`config.mk`:
```
export PLATFORM = sky130hd
export DESIGN_NAME = rtc_reg
export DESIGN_NICKNAME = d
export VERILOG_FILES = /design/src/logic/rtc_pkg.sv /design/src/logic/rtc_reg_access.sv /design/src/logic/rtc_cfg_regs.sv /design/src/logic/rtc_alarm_match.sv /design/src/logic/rtc_intr_ctrl.sv /design/src/logic/rtc_reg.sv
export VERILOG_INCLUDE_DIRS = /design/src /design/src/logic
export SDC_FILE = /design/constraint.sdc
export NUM_CORES = 1
export LEC_CHECK = 0
export BUFFER_PORTS_ARGS = -buffer_cell sky130_fd_sc_hd__buf_2
export CORE_ASPECT_RATIO = 1.1
export CORE_MARGIN = 3
export CORE_UTILIZATION = 55
export CTS_BUF_LIST = sky130_fd_sc_hd__clkbuf_2
export DETAILED_ROUTE_END_ITERATION = 8
export PLACE_DENSITY = 0.79
export SETUP_SLACK_MARGIN = 0.3
export SLEW_MARGIN = 10
export SYNTH_ARGS = -nofsm -noshare
export SYNTH_HDL_FRONTEND = slang
export SYNTH_SLANG_ARGS = --single-unit
```
`constraint.sdc`:
```
create_clock -name rtc_clk -period 3.7 [get_ports rtc_clk]
set_input_delay 0.37 -clock rtc_clk [delete_from_list [all_inputs] [get_ports rtc_clk]]
set_output_delay 0.37 -clock rtc_clk [all_outputs]
set_load 0.05 [all_outputs]
```
`src/logic/rtc_params.svh`:
```
/*
 Constants for the RTC register block: word indices, port widths,
 control reset value and control bit positions. Include where needed
*/
`ifndef RTC_PARAMS_SVH
`define RTC_PARAMS_SVH

// Port widths ------------------------
`define RTC_ADDR_W          5       // Byte address, word index in 4:2
`define RTC_DATA_W          32
`define RTC_BE_W            4

// Word indices -----------------------
`define RTC_REG_CMD         3'd0    // Update / capture strobes
`define RTC_REG_TIME        3'd1
`define RTC_REG_DATE        3'd2
`define RTC_REG_ALRM1       3'd3
`define RTC_REG_ALRM2       3'd4
`define RTC_REG_CTRL        3'd5

// Control field ----------------------
`define RTC_CTRL_RST        16'h0400  // 24 hour mode out of reset

`define RTC_CTRL_ALRM1_IE   8
`define RTC_CTRL_ALRM2_IE   9
`define RTC_CTRL_HMODE      10      // 1 = 24 hour
`define RTC_CTRL_HALT       11
`define RTC_CTRL_RESET      12
`define RTC_CTRL_FAST_TIME  14
`define RTC_CTRL_FAST_DATE  15

// Sticky status in the control read word
`define RTC_STAT_LSB        16

`endif

```
`src/logic/rtc_pkg.sv`:
```
/*
 Shared types for the RTC register block. Register words, BCD time and
 date layouts, alarm modes and the control field
*/
`include "rtc_params.svh"

package rtc_pkg;

  typedef logic [`RTC_DATA_W-1:0] reg_word_t;
  typedef logic [`RTC_BE_W-1:0]   byte_en_t;
  typedef logic [2:0]             reg_idx_t;   // Address bits 4:2
  typedef logic [15:0]            ctrl_word_t; // Lower half of control word

  // BCD time, also the alarm word layout
  typedef struct packed {
    logic [4:0] pad_dow;
    logic [2:0] dow;        // Day of week
    logic [1:0] pad_hour;
    logic [1:0] ten_hour;
    logic [3:0] hour;
    logic       pad_min;
    logic [2:0] ten_min;
    logic [3:0] min;
    logic       pad_sec;
    logic [2:0] ten_sec;
    logic [3:0] sec;
  } time_word_t;

  // BCD date
  typedef struct packed {
    logic [3:0] ten_cent;
    logic [3:0] cent;
    logic [3:0] ten_year;
    logic [3:0] year;
    logic [2:0] pad_mon;
    logic       ten_mon;
    logic [3:0] mon;
    logic [1:0] pad_day;
    logic [1:0] ten_day;
    logic [3:0] day;
  } date_word_t;

  // Codes 8 to 15 behave as off
  typedef enum logic [3:0] {
    ALARM_OFF        = 4'd0,
    ALARM_SEC_PULSE  = 4'd1,
    ALARM_MIN_PULSE  = 4'd2,
    ALARM_HOUR_PULSE = 4'd3,
    ALARM_MATCH_S    = 4'd4,  // Seconds
    ALARM_MATCH_SM   = 4'd5,  // + minutes
    ALARM_MATCH_SMH  = 4'd6,  // + hours
    ALARM_MATCH_SMHD = 4'd7   // + day of week
  } alarm_mode_t;

endpackage

```
`src/logic/rtc_reg_access.sv`:
```
/*
 Register port front end. Decodes the word index, raises the acknowledge
 one cycle after select and gives one write strobe per register.
 Read-back word is registered alongside the acknowledge
*/
`timescale 1ns/10ps
`include "rtc_params.svh"

module rtc_reg_access import rtc_pkg::*; (
  input  logic                  rtc_clk,
  input  logic                  rst_n,
  // Host port
  input  logic                  reg_cs,
  input  logic [`RTC_ADDR_W-1:0] reg_addr,
  input  logic                  reg_wr,
  input  byte_en_t              reg_be,
  // Stored words for read-back
  input  time_word_t            cfg_time,
  input  date_word_t            cfg_date,
  input  reg_word_t             alarm1_word,
  input  reg_word_t             alarm2_word,
  input  ctrl_word_t            ctrl,
  input  logic [1:0]            intr_stat,
  // Write strobes
  output logic                  cmd_we,
  output logic                  time_we,
  output logic                  date_we,
  output logic                  alrm1_we,
  output logic                  alrm2_we,
  output logic                  ctrl_we,
  // Response
  output reg_word_t             reg_rdata,
  output logic                  reg_ack
);

  reg_idx_t  reg_idx;
  logic      acc_go;   // Access accepted this cycle
  logic      wr_go;
  reg_word_t ctrl_rd;  // Status over control field
  reg_word_t rd_word;

  assign reg_idx = reg_idx_t'(reg_addr[4:2]);
  assign acc_go  = reg_cs & ~reg_ack;           // Blocked during ack
  assign wr_go   = acc_go & reg_wr & (|reg_be); // Writes with no lanes are dropped

  // Write strobes ------------------
  // One cycle, the register updates on the edge that raises reg_ack
  assign cmd_we   = wr_go & (reg_idx == `RTC_REG_CMD);
  assign time_we  = wr_go & (reg_idx == `RTC_REG_TIME);
  assign date_we  = wr_go & (reg_idx == `RTC_REG_DATE);
  assign alrm1_we = wr_go & (reg_idx == `RTC_REG_ALRM1);
  assign alrm2_we = wr_go & (reg_idx == `RTC_REG_ALRM2);
  assign ctrl_we  = wr_go & (reg_idx == `RTC_REG_CTRL);

  // Read-back mux ------------------
  always_comb begin
    ctrl_rd = '0;
    ctrl_rd[15:0] = ctrl;
    ctrl_rd[`RTC_STAT_LSB +: 2] = intr_stat; // Sticky alarm status
  end

  always_comb begin
    case (reg_idx)
      `RTC_REG_TIME:  rd_word = reg_word_t'(cfg_time);
      `RTC_REG_DATE:  rd_word = reg_word_t'(cfg_date);
      `RTC_REG_ALRM1: rd_word = alarm1_word;
      `RTC_REG_ALRM2: rd_word = alarm2_word;
      `RTC_REG_CTRL:  rd_word = ctrl_rd;
      default:        rd_word = '0;   // Command and unused words
    endcase
  end

  // Acknowledge --------------------
  // High one cycle, then low at least one cycle while cs is held
  always_ff @(posedge rtc_clk or negedge rst_n) begin
    if (!rst_n) begin
      reg_ack <= 1'b0;
    end else begin
      reg_ack <= acc_go;
    end
  end

  // Captured with the ack edge, valid while ack is high
  always_ff @(posedge rtc_clk) begin
    if (acc_go) begin
      reg_rdata <= rd_word;
    end
  end

endmodule

```
`src/logic/rtc_cfg_regs.sv`:
```
/*
 Configuration registers of the RTC. Byte-enabled time, date, alarm and
 control words, the update / capture command pulses and the capture of
 the running counters into the time and date words
*/
`timescale 1ns/10ps
`include "rtc_params.svh"

module rtc_cfg_regs import rtc_pkg::*; (
  input  logic        rtc_clk,
  input  logic        rst_n,
  input  reg_word_t   reg_wdata,
  input  byte_en_t    reg_be,
  // Strobes from the access block
  input  logic        cmd_we,
  input  logic        time_we,
  input  logic        date_we,
  input  logic        alrm1_we,
  input  logic        alrm2_we,
  input  logic        ctrl_we,
  // Packed running counters
  input  time_word_t  rtc_time,
  input  date_word_t  rtc_date,
  // Stored words
  output time_word_t  cfg_time,
  output date_word_t  cfg_date,
  output reg_word_t   alarm1_word,
  output reg_word_t   alarm2_word,
  output alarm_mode_t alarm1_mode,
  output alarm_mode_t alarm2_mode,
  output ctrl_word_t  ctrl,
  // RTC core controls
  output logic        cfg_rtc_update,
  output logic        cfg_rtc_capture,
  output logic        cfg_hmode,
  output logic        cfg_rtc_halt,
  output logic        cfg_rtc_reset,
  output logic        cfg_fast_time,
  output logic        cfg_fast_date
);

  reg_word_t ctrl_merged;

  // Replace the enabled byte lanes of old_word
  function automatic reg_word_t be_merge(reg_word_t old_word, reg_word_t new_word,
                                         byte_en_t be);
    reg_word_t merged;
    merged = old_word;
    for (int i = 0; i < `RTC_BE_W; i++) begin
      if (be[i]) begin
        merged[8*i +: 8] = new_word[8*i +: 8];
      end
    end
    return merged;
  endfunction

  // Command pulses -----------------
  // Rise with reg_ack, gone the next cycle
  always_ff @(posedge rtc_clk or negedge rst_n) begin
    if (!rst_n) begin
      cfg_rtc_update  <= 1'b0;
      cfg_rtc_capture <= 1'b0;
    end else begin
      cfg_rtc_update  <= cmd_we & reg_be[0] & reg_wdata[0];
      cfg_rtc_capture <= cmd_we & reg_be[0] & reg_wdata[1];
    end
  end

  // Time and date ------------------
  always_ff @(posedge rtc_clk or negedge rst_n) begin
    if (!rst_n) begin
      cfg_time <= '0;
      cfg_date <= '0;
    end else begin
      if (time_we) begin
        cfg_time <= be_merge(cfg_time, reg_wdata, reg_be); // Write beats capture
      end else if (cfg_rtc_capture) begin
        cfg_time <= rtc_time;
      end
      if (date_we) begin
        cfg_date <= be_merge(cfg_date, reg_wdata, reg_be);
      end else if (cfg_rtc_capture) begin
        cfg_date <= rtc_date;
      end
    end
  end

  // Alarm words --------------------
  always_ff @(posedge rtc_clk or negedge rst_n) begin
    if (!rst_n) begin
      alarm1_word <= '0;
      alarm2_word <= '0;
    end else begin
      if (alrm1_we) begin
        alarm1_word <= be_merge(alarm1_word, reg_wdata, reg_be);
      end
      if (alrm2_we) begin
        alarm2_word <= be_merge(alarm2_word, reg_wdata, reg_be);
      end
    end
  end

  // Control ------------------------
  // Bytes 2 and 3 hold status, kept in the interrupt block
  assign ctrl_merged = be_merge(reg_word_t'(ctrl), reg_wdata, reg_be & byte_en_t'(4'b0011));

  always_ff @(posedge rtc_clk or negedge rst_n) begin
    if (!rst_n) begin
      ctrl <= `RTC_CTRL_RST;
    end else if (ctrl_we) begin
      ctrl <= ctrl_merged[15:0];
    end
  end

  assign alarm1_mode   = alarm_mode_t'(ctrl[3:0]);
  assign alarm2_mode   = alarm_mode_t'(ctrl[7:4]);
  assign cfg_hmode     = ctrl[`RTC_CTRL_HMODE];     // 0 = 12 hour
  assign cfg_rtc_halt  = ctrl[`RTC_CTRL_HALT];
  assign cfg_rtc_reset = ctrl[`RTC_CTRL_RESET];
  assign cfg_fast_time = ctrl[`RTC_CTRL_FAST_TIME];
  assign cfg_fast_date = ctrl[`RTC_CTRL_FAST_DATE];

endmodule

```
`src/logic/rtc_alarm_match.sv`:
```
/*
 One alarm comparator. Periodic modes pass an increment pulse through,
 match modes compare the alarm word against the BCD time counters.
 Purely combinational, one instance per alarm
*/
`timescale 1ns/10ps

module rtc_alarm_match import rtc_pkg::*; (
  input  alarm_mode_t alarm_mode,
  input  reg_word_t   alarm_word,
  input  time_word_t  rtc_time,
  input  logic        inc_time_s,   // Second tick
  input  logic        inc_time_m,   // Minute tick
  input  logic        inc_time_h,   // Hour tick
  output logic        alarm_hit
);

  time_word_t alm;      // Alarm word in time layout
  logic       s_eq;
  logic       sm_eq;
  logic       smh_eq;
  logic       smhd_eq;

  assign alm = time_word_t'(alarm_word);

  // Cumulative field equality ------
  assign s_eq    = (alm.sec == rtc_time.sec) &&
                   (alm.ten_sec == rtc_time.ten_sec);
  assign sm_eq   = s_eq &&
                   (alm.min == rtc_time.min) &&
                   (alm.ten_min == rtc_time.ten_min);
  assign smh_eq  = sm_eq &&
                   (alm.hour == rtc_time.hour) &&
                   (alm.ten_hour == rtc_time.ten_hour);
  assign smhd_eq = smh_eq && (alm.dow == rtc_time.dow);

  // Mode select
  // Match modes give a level for as long as the fields agree
  always_comb begin
    case (alarm_mode)
      ALARM_SEC_PULSE:  alarm_hit = inc_time_s;
      ALARM_MIN_PULSE:  alarm_hit = inc_time_m;
      ALARM_HOUR_PULSE: alarm_hit = inc_time_h;
      ALARM_MATCH_S:    alarm_hit = s_eq;
      ALARM_MATCH_SM:   alarm_hit = sm_eq;
      ALARM_MATCH_SMH:  alarm_hit = smh_eq;
      ALARM_MATCH_SMHD: alarm_hit = smhd_eq;
      default:          alarm_hit = 1'b0;  // Off, codes 8 to 15 too
    endcase
  end

endmodule

```
`src/logic/rtc_intr_ctrl.sv`:
```
/*
 Alarm interrupt status and request. Status bits are sticky, cleared by
 writing 1 to them in byte 2 of the control word. Request is the
 enabled hits, not the status
*/
`timescale 1ns/10ps
`include "rtc_params.svh"

module rtc_intr_ctrl import rtc_pkg::*; (
  input  logic       rtc_clk,
  input  logic       rst_n,
  input  logic       ctrl_we,
  input  byte_en_t   reg_be,
  input  reg_word_t  reg_wdata,
  input  logic       alarm1_hit,
  input  logic       alarm2_hit,
  input  logic       alarm1_ie,
  input  logic       alarm2_ie,
  output logic [1:0] intr_stat,
  output logic       rtc_intr
);

  logic [1:0] hit;
  logic [1:0] stat_clr;   // Write-1-clear per bit

  assign hit = {alarm2_hit, alarm1_hit};

  assign stat_clr[0] = ctrl_we & reg_be[`RTC_STAT_LSB/8] & reg_wdata[`RTC_STAT_LSB];
  assign stat_clr[1] = ctrl_we & reg_be[`RTC_STAT_LSB/8] & reg_wdata[`RTC_STAT_LSB+1];

  // Sticky status ------------------
  always_ff @(posedge rtc_clk or negedge rst_n) begin
    if (!rst_n) begin
      intr_stat <= '0;
    end else begin
      for (int i = 0; i < 2; i++) begin
        if (stat_clr[i]) begin
          intr_stat[i] <= hit[i];   // Hit in the clear cycle survives
        end else begin
          intr_stat[i] <= intr_stat[i] | hit[i];
        end
      end
    end
  end

  // Same cycle as the hit
  assign rtc_intr = (alarm1_hit & alarm1_ie) | (alarm2_hit & alarm2_ie);

endmodule

```
`src/logic/rtc_reg.sv`:
```
/*
 Register block of the 32768 Hz real-time clock. Packs the BCD counters
 from the RTC core, serves the register port and raises the alarm
 interrupt. Instantiate next to the counter core on the same clock
*/
`timescale 1ns/10ps
`include "rtc_params.svh"

module rtc_reg import rtc_pkg::*; (
  input  logic                   rtc_clk,
  input  logic                   rst_n,
  // Register port
  input  logic                   reg_cs,
  input  logic [`RTC_ADDR_W-1:0] reg_addr,
  input  reg_word_t              reg_wdata,
  input  byte_en_t               reg_be,
  input  logic                   reg_wr,
  output reg_word_t              reg_rdata,
  output logic                   reg_ack,
  output logic                   rtc_intr,
  // Increment pulses
  input  logic                   inc_time_s,
  input  logic                   inc_time_m,
  input  logic                   inc_time_h,
  // Time counters
  input  logic [3:0]             time_s,
  input  logic [2:0]             time_ts,
  input  logic [3:0]             time_m,
  input  logic [2:0]             time_tm,
  input  logic [3:0]             time_h,
  input  logic [1:0]             time_th,
  input  logic [2:0]             time_dow,
  // Date counters
  input  logic [3:0]             date_d,
  input  logic [1:0]             date_td,
  input  logic [3:0]             date_m,
  input  logic                   date_tm,
  input  logic [3:0]             date_y,
  input  logic [3:0]             date_ty,
  input  logic [3:0]             date_c,
  input  logic [3:0]             date_tc,
  // RTC core controls
  output logic                   cfg_rtc_update,
  output logic                   cfg_rtc_capture,
  output logic                   cfg_rtc_halt,
  output logic                   cfg_rtc_reset,
  output logic                   cfg_fast_time,
  output logic                   cfg_fast_date,
  output logic                   cfg_hmode,
  output time_word_t             cfg_time,
  output date_word_t             cfg_date
);

  time_word_t  rtc_time;
  date_word_t  rtc_date;
  logic        cmd_we, time_we, date_we, alrm1_we, alrm2_we, ctrl_we;
  reg_word_t   alarm1_word, alarm2_word;
  alarm_mode_t alarm1_mode, alarm2_mode;
  ctrl_word_t  ctrl;
  logic [1:0]  intr_stat;
  logic        alarm1_hit, alarm2_hit;

  // Counter packing ----------------
  always_comb begin
    rtc_time          = '0;          // Pads read 0
    rtc_time.sec      = time_s;
    rtc_time.ten_sec  = time_ts;
    rtc_time.min      = time_m;
    rtc_time.ten_min  = time_tm;
    rtc_time.hour     = time_h;
    rtc_time.ten_hour = time_th;
    rtc_time.dow      = time_dow;
    rtc_date          = '0;
    rtc_date.day      = date_d;
    rtc_date.ten_day  = date_td;
    rtc_date.mon      = date_m;
    rtc_date.ten_mon  = date_tm;
    rtc_date.year     = date_y;
    rtc_date.ten_year = date_ty;
    rtc_date.cent     = date_c;
    rtc_date.ten_cent = date_tc;
  end

  rtc_reg_access u_access (.rtc_clk, .rst_n, .reg_cs, .reg_addr, .reg_wr, .reg_be,
    .cfg_time, .cfg_date, .alarm1_word, .alarm2_word, .ctrl, .intr_stat,
    .cmd_we, .time_we, .date_we, .alrm1_we, .alrm2_we, .ctrl_we, .reg_rdata, .reg_ack);

  rtc_cfg_regs u_cfg (.rtc_clk, .rst_n, .reg_wdata, .reg_be,
    .cmd_we, .time_we, .date_we, .alrm1_we, .alrm2_we, .ctrl_we, .rtc_time, .rtc_date,
    .cfg_time, .cfg_date, .alarm1_word, .alarm2_word, .alarm1_mode, .alarm2_mode, .ctrl,
    .cfg_rtc_update, .cfg_rtc_capture, .cfg_hmode, .cfg_rtc_halt, .cfg_rtc_reset,
    .cfg_fast_time, .cfg_fast_date);

  // Two identical comparators ------
  rtc_alarm_match u_alarm1 (.alarm_mode(alarm1_mode), .alarm_word(alarm1_word), .rtc_time,
    .inc_time_s, .inc_time_m, .inc_time_h, .alarm_hit(alarm1_hit));

  rtc_alarm_match u_alarm2 (.alarm_mode(alarm2_mode), .alarm_word(alarm2_word), .rtc_time,
    .inc_time_s, .inc_time_m, .inc_time_h, .alarm_hit(alarm2_hit));

  rtc_intr_ctrl u_intr (.rtc_clk, .rst_n, .ctrl_we, .reg_be, .reg_wdata,
    .alarm1_hit, .alarm2_hit,
    .alarm1_ie(ctrl[`RTC_CTRL_ALRM1_IE]), .alarm2_ie(ctrl[`RTC_CTRL_ALRM2_IE]),
    .intr_stat, .rtc_intr);

endmodule

```
==> flow_summary.yaml, run 1 <==
critical_path:
  slowest_delay_ns: 0.47
  slowest_stage: "dfrtp_1"
  path_delay_family: "compound AO/OA/AOI/OAI gates"
  crit_path_end_kind: "output port"
  crit_path_start_kind: "flop"
  worstPathMaxFanout: 3
  critical_path_class: "reg -> out"
  path_cells: "xnor2_1 > nand4_1 > o41ai_2 > a32o_1 > a22o_1 > buf_2"
  required_ns: 3.33
  cp.arrival_ns: 2.85
  critPathBufInv: 1
clock_tree:
  numCtsBuffers: 17
  clock_path_buffers: 2
  cts_tree: "built"
  clkTransAtPathRegs_ns: 0.24
  cts_max_level: 4
  cts_setup_buffers: 0
  clock_latency_ns: 0.79
  cts-root-buf: "clkbuf_2"
  cts_sinks: 181
yosys:
  synth_fa_ha_area_share_pct: 0
  yosysSeqAreaShare_pct: 55.9
  synthCells: 703
  ys_ff_latch: 181
  synthSimpleGateAreaFrac_pct: 10.6
  synth-main-ff-cell: "dfrtp_1"
  synth_compound_area_share_pct: 12.8
  async_flop_share_pct: 82.3
  ys_types: 39
  syn_area_um2: 8390
  synth_edf_count: 32
  synth-xor-area-share_pct: 4.80
  syn_nets: 801
  synthMuxAreaShare_pct: 14.3
  yosysWarnings: 0
  synth_top_family_by_area: "multiplexers"
  syn_area_per_cell_um2: 11.9
timing:
  rsz0062_at_grt: "false"
  max_freq_mhz: 310
  final_max_slew_viol_count: 0
  skew_ns: 0.0325
  setup_viol: 0
  max_slew_margin_pct: 37.5
  hold_violations: 0
  setup_tns_ns: 0
  period_needed_ns: 3.22
  worstMarginPinSlew_ns: 0.911
  min_period_over_period_pct: 87.1
power:
  p_leak_nw: 5.21
  powerDensity_nw_per_um2: 466
  vdd_drop_max_v: 0.000303
global_route:
  antenna_found_initial: 0
  grt_overflow_total: 0
  grt_max_degree: 81
  grt_use_total_pct: 31.6
  grt_pass1_wl_um: 40000
  grt_pass1_vias: 7490
final_layout:
  layout-drive-gt1-share_pct: 33.0
  area_growth_pct: 32.4
  final_area_um2: 11100
  final_util_pct: 75.7
  final_nets: 1129
route:
  drc: 0
  vias: 7305
  final_antenna_net_count: 0
  drt-total-wl_um: 25800
  wl_per_cell_um: 20.8
  viasPerCell: 5.90
  firstDrtPassIters: 6
  drtIter0Drc: 505
floorplanning:
  die_w_um: 124
  coreArea_um2: 14700
  dieArea_um2: 16800
  ios: 203
  dieHeight_um: 136
  num_rows: 46
  floorplan.initialDensity_pct: 57.2
worst_hold_path:
  hold_path.class: "in -> reg"
place:
  dp_hpwl_um: 16200
  numPortBuffers: 200
  placedInstanceArea_um2: 9690
  gp_congestion: 0.806
run_status:
  status: "completed"
job:
  drv_cap: 0
## final timing paths
| kind | from | to | slack (ns) | cells past startpoint |
|---|---|---|---|---|
| min in group asynchronous | rst_n | u_cfg.cfg_date[28]$_DFFE_PN0P_ | 0.14 | 2 |
| hold / removal | reg_addr[3] | u_cfg.cfg_rtc_capture$_DFF_PN0_ | 0.05 | 3 |
| hold reg to reg | u_intr.intr_stat[1]$_DFF_PN0_ | u_intr.intr_stat[1]$_DFF_PN0_ | 0.51 | 1 |
| setup reg to reg | u_access.reg_ack$_DFF_PN0_ | u_cfg.cfg_date[1]$_DFFE_PN0P_ | 0.78 | 7 |
| setup / recovery | u_cfg.alarm1_word[11]$_DFFE_PN0P_ | rtc_intr | 0.48 | 6 |
| max in group asynchronous | rst_n | u_cfg.cfg_date[8]$_DFFE_PN0P_ | 2.67 | 3 |
## flip-flops by register name, summed over array words and instances, names as in the netlist
signal                 cells
u_intr.intr_stat           2
u_cfg.alarm2_word         32
u_cfg.cfg_rtc_update       1
u_cfg.cfg_date            32
u_cfg.alarm1_word         32
u_access.reg_ack           1
u_access.reg_rdata        32
u_cfg.ctrl                16
u_cfg.cfg_time            32
u_cfg.cfg_rtc_capture      1
## cell usage in the layout (no fill, tap or decap), types with 23 or more instances in the layout
| cell type | netlist | final |
|---|---|---|
| clkbuf_2 | 0 | 23 |
| mux2i_1 | 28 | 28 |
| mux2_2 | 82 | 82 |
| dlygate4sd3_1 | 0 | 122 |
| buf_2 | 10 | 199 |
| dfrtp_1 | 148 | 148 |
| edfxtp_1 | 32 | 32 |
| a22oi_1 | 78 | 78 |
| nand2_1 | 143 | 143 |
| xnor2_1 | 35 | 35 |
## final cells by class
type,instances,area [µm²]
Timing Repair Buffer,341,2380
Clock buffer,23,115
Antenna cell,2,5.00
Multi-Input combinational cell,488,3590
Clock inverter,9,81.3
Tap cell,192,240
Fill cell,992,3560
Sequential cell,181,4690
Inverter,2,7.51
## Yosys cell counts, types with 3 or more instances
cell / count / area, µm²
a221o_1: 17 / 170
a22o_1: 15 / 131
a22oi_1: 78 / 586
and2_1: 10 / 62.6
buf_1: 3 / 11.3
buf_2: 10 / 50.1
clkbuf_1: 19 / 71.3
dfrtp_1: 148 / 3700
edfxtp_1: 32 / 961
mux2_2: 82 / 923
mux2i_1: 28 / 280
nand2_1: 143 / 537
nand3_1: 6 / 30.0
nand3b_1: 3 / 22.5
nand4_1: 5 / 31.3
nor2_1: 6 / 22.5
nor2b_1: 3 / 18.8
nor3_1: 4 / 20.0
nor3b_4: 3 / 56.3
nor4_1: 3 / 18.8
o21ai_0: 18 / 90.1
xnor2_1: 35 / 307
xor2_1: 11 / 96.3
## tightest hold or removal path: cells and delay by family
kind	cells	cell delay [ns]
and+or+nand+nor	2	0.26
buffers and inverters	1	0.21
## metal layers
layer  up-vias  global-route usage, %  part of all wire [%]  wire length, µm
met1      3608                   39.5                    39            10100
met2       363                   52.2                    50            12800
met4         0                   13.7                   3.5              892
met3        78                   7.44                   8.0             2060
li1       3256                      -                     -                -
met5         -                      0                     0                0
## through the flow
stage	total power, mW	worst slack, ns	hold WS [ns]	std cells
floorplan	3.74	0.894	0.0744	703
global placement	4.18	1.02	0.459	1082
detailed placement	4.21	0.999	0.461	1082
CTS	5.16	0.407	0.00436	1236
global route	5.40	0.319	0.00558	1236
finish	5.18	0.478	0.0538	1238
## power by group
group / internal [mW] / leakage [nW] / switching, mW
Sequential: 2.36 / 2.26 / 0.261
Combinational: 0.534 / 2.83 / 1.10
Clock: 0.252 / 0.121 / 0.668
Total: 3.15 / 5.21 / 2.02
## cells by family (layout without fill, tap and decap cells)
family	Yosys count	count (layout)
and+or+nand+nor	192	192
DFF	181	181
AOI/OAI and AO/OA	140	140
muxes	110	110
xor gates and xnor gates	46	46
buffers and inverters	34	375
other	0	2
## timing repair
item                                    CTS  global route
hold endpoints to repair                226             0
hold buffers                            122             0
endpoints found under the setup margin    0             1
resized for setup                         0             1
(Power assumes the default switching activity.)
==> run 2: changes to the inputs <==
--- a/config.mk
+++ b/config.mk
@@ -12,6 +12,7 @@
 export CORE_UTILIZATION = 55
 export CTS_BUF_LIST = sky130_fd_sc_hd__clkbuf_2
 export DETAILED_ROUTE_END_ITERATION = 8
+export HOLD_SLACK_MARGIN = 0.06
 export PLACE_DENSITY = 0.79
 export SETUP_SLACK_MARGIN = 0.3
 export SLEW_MARGIN = 10
==> constraint.sdc (replaced) <==
create_clock -name rtc_clk -period 4.1 [get_ports rtc_clk]
set_input_delay 0.41 -clock rtc_clk [delete_from_list [all_inputs] [get_ports rtc_clk]]
set_output_delay 0.41 -clock rtc_clk [all_outputs]
set_load 0.05 [all_outputs]
==> run 2 against run 1 <==
Critical path depth stayed put; hold slack better by 0.13 ns; die area stayed put; global-route usage is 0.38 points higher; critical endpoint unchanged.
==> flow_summary.yaml, run 2 (synthesized netlist as in run 1, its figures left out) <==
floorplanning:
  dieHeight_um: 136
  ios: 203
  coreArea_um2: 14700
  num_rows: 46
  floorplan.initialDensity_pct: 57.2
  die_w_um: 124
  dieArea_um2: 16800
place:
  dp_hpwl_um: 16200
  numPortBuffers: 200
  placedInstanceArea_um2: 9630
  placed_cells: 1074
  gp_congestion: 0.826
clock_tree:
  cts_tree: "built"
  clock_latency_ns: 0.75
  cts_setup_buffers: 0
  numCtsBuffers: 17
  cts-root-buf: "clkbuf_2"
  clock_path_buffers: 2
  cts_sinks: 181
  clkTransAtPathRegs_ns: 0.23
  cts_max_level: 4
power:
  powerDensity_nw_per_um2: 422
  vdd_drop_max_v: 0.000300
  p_total_mw: 4.66
  p_leak_nw: 5.18
final_layout:
  area_growth_pct: 31.6
  mostFrequentLayoutCells: "199 x buf_2, 148 x dfrtp_1, 143 x nand2_1"
  final_cells: 1231
  fillers: 980
  final_nets: 1122
  layout-drive-gt1-share_pct: 32.1
  final_util_pct: 75.3
  final_area_um2: 11000
  mostFrequentLayoutCell: "buf_2"
timing:
  setup_viol: 0
  min_period_over_period_pct: 78.8
  rsz0062_at_grt: "false"
  setup_tns_ns: 0
  period_needed_ns: 3.23
  max_freq_mhz: 309
  max_slew_margin_pct: 26.0
  worstMarginPinSlew_ns: 1.08
  skew_ns: 0.0269
  final_max_slew_viol_count: 0
  hold_violations: 0
critical_path:
  worstPathMaxFanout: 3
  cp.arrival_ns: 2.82
  crit_path_start_kind: "flop"
  crit_path_end_kind: "output port"
  required_ns: 3.69
  critical_path_class: "reg -> out"
route:
  drt-total-wl_um: 26600
  vias: 7353
  final_antenna_net_count: 0
  wl_per_cell_um: 21.6
  viasPerCell: 5.97
  drtIter0Drc: 601
  drc: 0
  firstDrtPassIters: 7
run_status:
  status: "completed"
worst_hold_path:
  hold_path.class: "in -> reg"
global_route:
  antenna_found_initial: 3
  grt_use_total_pct: 32.0
  grt_pass1_wl_um: 40100
  grt_pass1_vias: 7452
  grt_max_degree: 91
  grt_overflow_total: 0
job:
  drv_cap: 0
## run 2: area by class of cell
cell class                 count  area [µm²]  area share (%)
sequential                   181        4690            42.5
multi-input combinational    488        3580            32.4
timing repair buffer         334        2330            21.1
tap                          192         240            2.17
clock buffer                  20         100           0.906
clock inverter                12        87.6           0.793
inverter                       2        7.51          0.0679
antenna                        2        5.00          0.0453
## run 2: critical path, stage by stage (launching register included)
cell	delay [ns]
dfrtp_1	0.46
xnor2_1	0.21
nand4_1	0.21
o41ai_1	0.44
a41o_1	0.29
a22o_1	0.20
buf_2	0.28
## run 2: final timing paths
check                                                      start                                 to  slack, ns  depth (start not counted)
worst max-delay path            u_cfg.alarm2_word[8]$_DFFE_PN0P_                           rtc_intr       0.87                          6
worst min-delay path                                 reg_addr[4]     u_cfg.cfg_rtc_update$_DFF_PN0_       0.18                          3
worst max register to register        u_access.reg_ack$_DFF_PN0_     u_cfg.cfg_date[26]$_DFFE_PN0P_       1.19                          7
worst min register to register     u_intr.intr_stat[1]$_DFF_PN0_      u_intr.intr_stat[1]$_DFF_PN0_       0.51                          1
max in group asynchronous                                  rst_n  u_cfg.alarm2_word[19]$_DFFE_PN0P_       2.81                          3
min in group asynchronous                                  rst_n     u_cfg.cfg_date[27]$_DFFE_PN0P_       0.28                          2
## run 2: what timing repair did
item                                   CTS  global route
hold buffers                           122             1
resized for setup                        0             0
endpoints found under the hold margin  236             1
## run 2: per-layer routing
layer  GRT usage, %  wire (µm)  share of wire [%]  vias to the layer above
met2           52.2      13100                 49                      439
met4           13.7        930                3.5                        2
li1               -          -                  -                     3227
met1           40.1      10100                 38                     3599
met5              0          7              0.026                        -
met3           8.31       2470                9.3                       86
## run 2: report_power, final
| part | switching, mW | internal (mW) |
|---|---|---|
| Sequential | 0.246 | 2.13 |
| Combinational | 1.00 | 0.480 |
| Clock | 0.591 | 0.213 |
## run 2: per-stage QoR
step           hold WS (ns)  setup slack (ns)
2_1_floorplan         0.114             0.587
3_3_place_gp          0.460              1.01
5_1_grt              0.0967             0.654
4_1_cts              0.0686             0.832
6_report              0.180             0.869
3_5_place_dp          0.476              1.01
